[src/pmp_pkg.sv]
// PMP shared definitions
// entry config and address types, CSR numbers, access request and response
package pmp_pkg;

  localparam int pmp_entries      = 8;                    // number of PMP entries
  localparam int pmp_cfg_per_word = 4;                    // entry bytes per pmpcfg CSR
  localparam int pmp_cfg_words    = pmp_entries / pmp_cfg_per_word; // pmpcfg0, pmpcfg1
  localparam int pmp_idx_w        = $clog2(pmp_entries);  // entry index width

  localparam logic [11:0] csr_pmpcfg0  = 12'h3A0;         // pmpcfg1 at next number
  localparam logic [11:0] csr_pmpaddr0 = 12'h3B0;         // pmpaddr0..7 consecutive

  typedef enum logic [1:0] {
    off   = 2'b00,                                        // entry disabled
    tor   = 2'b01,                                        // top of range
    na4   = 2'b10,                                        // naturally aligned word
    napot = 2'b11                                         // naturally aligned power of two
  } pmp_mode_t;

  typedef struct packed {
    logic      l;                                         // lock
    logic [1:0] rsvd;                                     // reads back zero
    pmp_mode_t a;                                         // address match mode
    logic      x;
    logic      w;
    logic      r;
  } pmpcfg_base_t;

  typedef logic [31:0] pmpaddr_t;                         // word granule, pa[33:2]

  // one pmpcfg CSR word, seen whole or as its four entry bytes
  typedef union packed {
    logic [31:0]                             raw;
    pmpcfg_base_t [pmp_cfg_per_word-1:0]     cfg;         // cfg[0] in bits 7:0
  } pmpcfg_word_u;

  typedef enum logic [1:0] {
    acc_read  = 2'b00,
    acc_write = 2'b01,
    acc_exec  = 2'b10
  } access_t;

  typedef enum logic [1:0] {
    priv_u = 2'b00,
    priv_s = 2'b01,
    priv_m = 2'b11                                        // isa encoding of machine mode
  } priv_t;

  typedef struct packed {
    pmpaddr_t addr;                                       // word address, pa[33:2]
    access_t  acc;
    priv_t    priv;
  } pmp_req_t;

  typedef struct packed {
    logic                 fault;
    logic                 hit;
    logic [pmp_idx_w-1:0] entry;                          // deciding entry, zero on miss
  } pmp_resp_t;

endpackage
[src/pmp_top.sv]
// PMP top level
// CSR file feeding the access checker
module pmp_top (
  input  logic               clk,
  input  logic               reset,
  input  logic               csr_we,
  input  logic [11:0]        csr_addr,
  input  logic [31:0]        csr_wdata,
  output logic [31:0]        csr_rdata,
  input  logic               req_valid,
  input  pmp_pkg::pmp_req_t  req,
  output logic               resp_valid,
  output pmp_pkg::pmp_resp_t resp
);

  import pmp_pkg::*;

  pmpcfg_base_t cfg  [pmp_entries];   // stored entry configs
  pmpaddr_t     addr [pmp_entries];   // stored entry addresses

  pmp_csr_file i_pmp_csr_file (
    .clk       (clk),
    .reset     (reset),
    .csr_we    (csr_we),
    .csr_addr  (csr_addr),
    .csr_wdata (csr_wdata),
    .csr_rdata (csr_rdata),
    .cfg       (cfg),
    .addr      (addr)
  );

  pmp_checker i_pmp_checker (
    .clk        (clk),
    .reset      (reset),
    .req_valid  (req_valid),
    .req        (req),
    .cfg        (cfg),
    .addr       (addr),
    .resp_valid (resp_valid),
    .resp       (resp)
  );

endmodule

[src/pmp_checker.sv]
// PMP access checker
// per entry matchers, lowest index priority, privilege rules,
// one cycle registered allow or fault response
module pmp_checker (
  input  logic                  clk,
  input  logic                  reset,
  input  logic                  req_valid,                      // one request per cycle
  input  pmp_pkg::pmp_req_t     req,
  input  pmp_pkg::pmpcfg_base_t cfg  [pmp_pkg::pmp_entries],
  input  pmp_pkg::pmpaddr_t     addr [pmp_pkg::pmp_entries],
  output logic                  resp_valid,                     // req_valid delayed a cycle
  output pmp_pkg::pmp_resp_t    resp                            // holds while not valid
);

  import pmp_pkg::*;

  logic [pmp_entries-1:0] match;            // per entry match
  pmpaddr_t               prev_addr [pmp_entries]; // tor lower bound per entry
  logic                   hit;
  logic [pmp_idx_w-1:0]   hit_idx;          // lowest matching entry
  pmpcfg_base_t           hit_cfg;
  logic                   perm;             // rwx bit for this access type
  logic                   allow;

  for (genvar i = 0; i < pmp_entries; i++) begin : g_match
    if (i == 0) begin : g_first
      assign prev_addr[i] = '0;             // entry 0 tor starts at zero
    end else begin : g_next
      assign prev_addr[i] = addr[i-1];
    end

    pmp_matcher i_pmp_matcher (
      .phys_addr       (req.addr),
      .check_cfg       (cfg[i]),
      .cfg_addr        (addr[i]),
      .cfg_addr_before (prev_addr[i]),
      .match           (match[i])
    );
  end

  // scan downward so the lowest index wins
  always_comb begin
    hit     = 1'b0;
    hit_idx = '0;
    for (int i = pmp_entries - 1; i >= 0; i--) begin
      if (match[i]) begin
        hit     = 1'b1;
        hit_idx = pmp_idx_w'(i);
      end
    end
  end

  assign hit_cfg = cfg[hit_idx];

  always_comb begin
    case (req.acc)
      acc_read:  perm = hit_cfg.r;
      acc_write: perm = hit_cfg.w;
      acc_exec:  perm = hit_cfg.x;
      default:   perm = 1'b0;               // unused encoding
    endcase
  end

  always_comb begin
    if (hit) begin
      // unlocked entries do not restrict machine mode
      allow = ((req.priv == priv_m) && !hit_cfg.l) || perm;
    end else begin
      allow = (req.priv == priv_m);         // no match, only m passes
    end
  end

  always_ff @(posedge clk) begin
    if (reset) begin
      resp_valid <= 1'b0;
      resp       <= '0;
    end else begin
      resp_valid <= req_valid;
      if (req_valid) begin
        resp.fault <= !allow;
        resp.hit   <= hit;
        resp.entry <= hit_idx;             // zero on miss
      end
    end
  end

endmodule

[src/pmp_csr_file.sv]
// PMP CSR file
// pmpcfg and pmpaddr storage with lock and WR legalization, CSR read mux
module pmp_csr_file (
  input  logic                  clk,
  input  logic                  reset,
  input  logic                  csr_we,                          // one cycle write strobe
  input  logic [11:0]           csr_addr,
  input  logic [31:0]           csr_wdata,
  output logic [31:0]           csr_rdata,                       // combinational read
  output pmp_pkg::pmpcfg_base_t cfg  [pmp_pkg::pmp_entries],
  output pmp_pkg::pmpaddr_t     addr [pmp_pkg::pmp_entries]
);

  import pmp_pkg::*;

  pmpcfg_word_u cfg_q     [pmp_cfg_words];   // stored pmpcfg words
  pmpcfg_word_u cfg_legal [pmp_cfg_words];   // legalized value if written now
  pmpcfg_word_u cfg_wr;                      // write data seen as entry bytes
  pmpaddr_t     addr_q    [pmp_entries];
  logic [pmp_entries-1:0] addr_lock;         // pmpaddr write blocked

  // locked byte keeps old value, else clear rsvd and drop w without r
  function automatic pmpcfg_base_t legalize_byte(input pmpcfg_base_t old_b,
                                                 input pmpcfg_base_t new_b);
    pmpcfg_base_t res;
    res      = new_b;
    res.rsvd = 2'b00;
    if (!new_b.r) res.w = 1'b0;              // w=1 r=0 reserved
    if (old_b.l) res = old_b;
    return res;
  endfunction

  always_comb begin
    cfg_wr.raw = csr_wdata;
    for (int w = 0; w < pmp_cfg_words; w++) begin
      for (int b = 0; b < pmp_cfg_per_word; b++) begin
        cfg_legal[w].cfg[b] = legalize_byte(cfg_q[w].cfg[b], cfg_wr.cfg[b]);
      end
    end
  end

  for (genvar i = 0; i < pmp_entries; i++) begin : g_entry
    assign cfg[i]  = cfg_q[i / pmp_cfg_per_word].cfg[i % pmp_cfg_per_word];
    assign addr[i] = addr_q[i];
    if (i == pmp_entries - 1) begin : g_last
      assign addr_lock[i] = cfg[i].l;        // no entry above
    end else begin : g_mid
      // own lock, or locked tor entry above uses this as lower bound
      assign addr_lock[i] = cfg[i].l | (cfg[i+1].l & (cfg[i+1].a == tor));
    end
  end

  always_ff @(posedge clk) begin
    if (reset) begin
      for (int w = 0; w < pmp_cfg_words; w++) cfg_q[w].raw <= '0;
      for (int i = 0; i < pmp_entries; i++) addr_q[i] <= '0;
    end else if (csr_we) begin
      for (int w = 0; w < pmp_cfg_words; w++) begin
        if (csr_addr == csr_pmpcfg0 + 12'(w)) cfg_q[w].raw <= cfg_legal[w].raw;
      end
      for (int i = 0; i < pmp_entries; i++) begin
        if (csr_addr == csr_pmpaddr0 + 12'(i) && !addr_lock[i]) addr_q[i] <= csr_wdata;
      end
    end
  end

  // unknown CSR numbers read zero
  always_comb begin
    csr_rdata = '0;
    for (int w = 0; w < pmp_cfg_words; w++) begin
      if (csr_addr == csr_pmpcfg0 + 12'(w)) csr_rdata = cfg_q[w].raw;
    end
    for (int i = 0; i < pmp_entries; i++) begin
      if (csr_addr == csr_pmpaddr0 + 12'(i)) csr_rdata = addr_q[i];
    end
  end

endmodule

[src/pmp_matcher.sv]
// PMP entry matcher
// combinational address match of one entry for OFF, TOR, NA4 and NAPOT
module pmp_matcher (
  input  pmp_pkg::pmpaddr_t     phys_addr,         // word address under test
  input  pmp_pkg::pmpcfg_base_t check_cfg,         // this entry's config byte
  input  pmp_pkg::pmpaddr_t     cfg_addr,          // this entry's pmpaddr
  input  pmp_pkg::pmpaddr_t     cfg_addr_before,   // previous pmpaddr, tor lower bound
  output logic                  match
);

  import pmp_pkg::*;

  logic [5:0]  ones_cnt;                           // trailing ones of cfg_addr, 32 if all ones
  logic [5:0]  shift_amt;                          // region size bits, k + 1
  logic [31:0] napot_mask;                         // ones where bits are compared
  logic        napot_hit;
  logic        tor_hit;

  // lowest zero bit position gives the trailing ones count
  always_comb begin
    ones_cnt = 6'd32;
    for (int i = 31; i >= 0; i--) begin
      if (!cfg_addr[i]) ones_cnt = 6'(i);
    end
  end

  assign shift_amt  = ones_cnt + 6'd1;             // k=31 gives 32, mask all clear
  assign napot_mask = 32'hFFFF_FFFF << shift_amt;  // bits above position k

  // all ones encoding has no meaningful size, never matches
  assign napot_hit = (cfg_addr != 32'hFFFF_FFFF) &&
                     ((phys_addr & napot_mask) == (cfg_addr & napot_mask));

  // empty or inverted range never matches
  assign tor_hit = (cfg_addr_before < cfg_addr) &&
                   (phys_addr >= cfg_addr_before) && (phys_addr < cfg_addr);

  always_comb begin
    match = 1'b0;
    case (check_cfg.a)
      na4: begin
        match = (phys_addr == cfg_addr);           // single word
      end
      tor: begin
        match = tor_hit;
      end
      napot: begin
        match = napot_hit;
      end
      off: begin
        match = 1'b0;
      end
      default: begin
        match = 1'b0;
      end
    endcase
  end

endmodule

[config.mk]
export PLATFORM = sky130hd
export DESIGN_NAME = pmp_top
export DESIGN_NICKNAME = d
export VERILOG_FILES = /design/src/pmp_pkg.sv /design/src/pmp_top.sv /design/src/pmp_checker.sv /design/src/pmp_csr_file.sv /design/src/pmp_matcher.sv
export SDC_FILE = /design/constraint.sdc
export NUM_CORES = 2
export LEC_CHECK = 0
export CAP_MARGIN = 10
export CORE_ASPECT_RATIO = 1.1
export CORE_UTILIZATION = 40
export CTS_BUF_LIST = sky130_fd_sc_hd__clkbuf_16
export DETAILED_ROUTE_END_ITERATION = 16
export DONT_BUFFER_PORTS = 1
export HOLD_SLACK_MARGIN = 0.03
export PLACE_DENSITY = 0.51
export SYNTH_ARGS = -nofsm -noshare
export SYNTH_HDL_FRONTEND = slang
export SYNTH_SLANG_ARGS = --single-unit
[constraint.sdc]
create_clock -name clk -period 6.2 [get_ports clk]
set_clock_uncertainty 0.15 [all_clocks]
set_input_delay 1.24 -clock clk [delete_from_list [all_inputs] [get_ports clk]]
set_output_delay 1.24 -clock clk [all_outputs]
set_load 0.05 [all_outputs]
==> impl_metrics.py <==
metrics = {
    "synth": {
        "synth_top_cell_by_area": "edfxtp_1",
        "syn_nets": 4650,
        "synth_area_per_inst_um2": 8.46,
        "synthCells": 4066,
        "synth-xor-area-share_pct": 6.57,
        "yosys.cell_count.top_type": "ha_1",
        "synth_simple_gate_area_share_pct": 20.6,
        "ys_dominant_reg_cell": "edfxtp_1",
        "post_synth_mux_area_share_pct": 0.950,
        "top_cells_by_count_synth": "ha_1, nor2_1, inv_1",
        "synth_adder_area_share_pct": 18.2,
        "synth.area.top_cells": "edfxtp_1, ha_1, nor2_1, inv_1, xor2_1",
        "yosysWarningCount": 0,
        "ys_async_sr_fraction_pct": 0,
        "synth_edf_count": 304,
        "synth_seq_area_share_pct": 26.9,
        "yosysTopAreaCellShare_pct": 26.5,
        "synth.ff_latch_count": 310,
        "synth-compound-area-share_pct": 21.2,
        "synth_cell_types": 88,
        "syn_area_mm2": 0.0344,
        "combinational_family_with_the_most_area_after_synthesis": "compound AO/OA/AOI/OAI gates",
    },
    "pwr": {
        "pwr-share-clk_pct": 35.0,
        "share_comb_of_total_power_pct": 25.4,
        "switching_share_of_power_pct": 34.0,
        "power.density_mw_per_mm2": 163,
        "internal_power_mw": 4.28,
        "cellLeakagePower_nw": 16.5,
        "power.sequential.fraction_pct": 39.5,
        "switchingPower_mw": 2.20,
        "peakVddDrop_v": 0.000204,
    },
    "clocking": {
        "cts-hold-fix-buffers": 0,
        "clkLatencyLatePin_ns": 0.61,
        "numClockSinks": 310,
        "total_clock_buffers_created_by_cts": 38,
        "cts_root_buffer": "clkbuf_16",
        "ctsLongestPathBuffers": 3,
        "clock_tree_from_tritoncts": "built",
        "cts_htree_levels": 2,
        "clk_pin_slew_ns": 0.06,
    },
    "final_layout": {
        "filler_cell_count": 8470,
        "synthToLayoutAreaGrowth_pct": 15.4,
        "finalNonFillerCells": 5485,
        "finish.net_count": 4900,
        "final_core_density_pct": 46.7,
        "layout-drive-gt1-share_pct": 11.5,
    },
    "critical_path": {
        "worst_r2r_path_depth": 24,
        "crit_type": "in2out",
        "cp_cell_sequence": "nor4bb_1 > nand4_1 > inv_1 > and3_1 > and3_1 > a222oi_1 > nand2_1 > a221oi_1 > nand2_1 > buf_12",
        "end_kind": "output port",
        "critical_path.slowest_cell": "a222oi_1",
        "ff2ff_setup_slack_ns": 0.25,
        "critPathArrivalTime_ns": 4.63,
        "timing.critical_path.from": "csr_addr[7]",
        "cp.buffers_inverters": 2,
        "cp.required_ns": 4.81,
        "crit_path_start_kind": "input port",
        "critical_register_to_register_path_startpoint": "i_pmp_csr_file.addr_q[0][110]$_SDFFCE_PN0P_",
        "max_stage_delay_ns": 0.73,
        "timing.critical_path.max_delay_family": "simple AND/OR/NAND/NOR gates",
        "crit_path_max_fanout": 5,
        "worst_r2r_endpoint": "i_pmp_checker.resp[4]$_SDFFE_PP0P_",
    },
    "placement": {
        "placement.setup.worst_slack_ns": 0.193,
        "finalWeightedCongestion": 1.06,
        "total_half_perimeter_wirelength_after_legalization_and_detailed_placement_um": 152000,
        "place_inst": 5404,
        "io_buffer_count": 0,
    },
    "floorplan": {
        "ioPinCount": 122,
        "starting_density_of_the_core_pct": 40.5,
        "num_rows": 112,
        "fp.dieW_um": 282,
        "core_area_mm2": 0.0849,
        "design.die.area_mm2": 0.0871,
        "die-height_um": 310,
    },
    "min_path": {
        "timing.hold.worst_path_depth": 1,
        "holdCritPathClass": "in2reg",
        "worstHoldStart": "reset",
        "min_delay_worst_endpoint": "i_pmp_checker.resp_valid$_SDFF_PP0_",
    },
    "timing": {
        "hold_viol_final": 0,
        "layout_worst_path_cycle_share_pct": 97.1,
        "setup_tns_ns": 0,
        "time_the_final_worst_path_needs_with_i_o_delays_and_setup_ns": 6.02,
        "hold_ws_ns": 0.546,
        "pins_over_slew_limit": 0,
        "final_critical_path_setup_slack_ns": 0.182,
        "least_margin_pin_slew_ns": 1.31,
        "finalSetupViolations": 0,
        "achievable-frequency_mhz": 166,
        "relSlewSlack_pct": 11.8,
    },
    "route": {
        "drc": 0,
        "total_wire_length_after_detailed_routing_um": 193000,
        "route.antenna.remaining_nets": 0,
        "detail_route.first_pass.iterations": 10,
        "route.detailed.wl_per_inst_um": 35.1,
        "vias_per_cell": 6.66,
        "detail_route.iter0.violations": 4199,
        "route.vias.total": 36545,
    },
    "job": {
        "max-cap-violations": 0,
    },
    "global_route": {
        "met1_track_utilization_from_global_routing_pct": 47.8,
        "via_count_of_the_first_global_routing_pass": 35355,
        "met3_routing_resource_usage_after_global_routing_pct": 9.96,
        "grt_use_met2_pct": 69.5,
        "groute.usage.overall_pct": 43.3,
        "initial_antenna_violation_count": 9,
        "gr-total-overflow": 0,
        "largest_net_degree_at_the_start_of_global_routing": 43,
        "first_pass_grt_wire_length_um": 262000,
        "top_usage_layer": "met2",
    },
    "status": {
        "run_status": "finished clean",
    },
}
[cells by family (layout without fill, tap and decap cells)]
kind of cell	count (synthesis)	in the layout
AND/OR/NAND/NOR	1413	1413
AO/OA/AOI/OAI	1053	1053
buffers and inverters	505	782
adder cells (fa/ha/maj)	500	500
flip-flops	310	310
XOR/XNOR	258	258
multiplexers	27	27
other	0	2
[state kept, by name, summed over array words and instances (netlist names)]
signal	flops
i_pmp_checker.resp	5
i_pmp_checker.resp_valid	1
i_pmp_csr_file.addr_q	256
i_pmp_csr_file.cfg_q	48
[what timing repair did]
item | CTS | global route
buffers inserted | 0 | 12
endpoints found under the setup margin | 0 | 1
resized for setup | 0 | 27
[power by group through the flow]
stage | Combinational (mW) | Sequential (mW) | Clock (mW)
floorplan | 0.989 | 2.55 | 0
global placement | 1.58 | 2.60 | 0
detailed placement | 1.58 | 2.60 | 0
CTS | 1.59 | 2.55 | 2.27
global route | 1.77 | 2.56 | 2.34
finish | 1.65 | 2.56 | 2.27
[layer usage]
layer  vias to the layer above  share of wire [%]
met5                         -              0.057
met4                        10                 11
met3                       778                9.6
met1                     17541                 35
li1                      15844                  -
met2                      2372                 45
[through the flow]
step	total power, mW	cell area, µm²
final	6.48	39700
after global routing	6.67	39700
after CTS	6.41	39500
after detailed placement	4.18	38300
after global placement	4.18	38300
after floorplan	3.54	34400
[area by class of cell]
cell class	count	area (µm²)	area share, %
inverters	340	1280	3.22
well taps	1140	1430	3.59
flip-flops and latches	310	9250	23.3
multi-input cells	3251	23400	58.9
diodes	2	5.00	0.0126
repair buffers	375	3170	7.99
clock buffers	39	976	2.46
clock inverters	28	223	0.561
[worst max path at each step]
stage                                         endpoint  cells after the start
floorplan           i_pmp_checker.resp[4]$_SDFFE_PP0P_                     26
global placement    i_pmp_checker.resp[4]$_SDFFE_PP0P_                     20
detailed placement  i_pmp_checker.resp[4]$_SDFFE_PP0P_                     21
CTS                 i_pmp_checker.resp[4]$_SDFFE_PP0P_                     21
global route        i_pmp_checker.resp[4]$_SDFFE_PP0P_                     26
finish                                   csr_rdata[10]                     10
[worst register-to-register path: cells and delay by family (launching register included)]
| kind | cells | cell delay, ns |
|---|---|---|
| flops | 1 | 0.35 |
| buf+inv | 3 | 0.52 |
| simple gates | 4 | 0.84 |
| fa+ha+maj | 1 | 0.32 |
| compound gates | 16 | 3.65 |
[cell usage in the layout, fill, tap and decap left out, types with 19 or more instances in the layout]
cell,count
o22ai_1,27
ha_1,500
a31oi_1,44
a21oi_1,205
o221ai_1,19
clkbuf_16,39
nand2b_1,50
inv_1,344
a2111oi_0,24
o21ai_0,198
and3_1,31
a222oi_1,43
a22oi_1,44
nor4_1,38
a21o_1,72
a211oi_1,53
edfxtp_1,304
o21a_1,25
xnor2_1,126
nor2b_1,48
nand3_1,114
o211ai_1,50
a211o_1,21
and4_1,40
buf_4,346
nand2_1,300
o2111ai_1,23
buf_12,28
xor2_1,132
nor3_1,76
nor2_1,399
nand4_1,164
and2_1,49
Note: power is estimated with default switching activity, not from simulation.
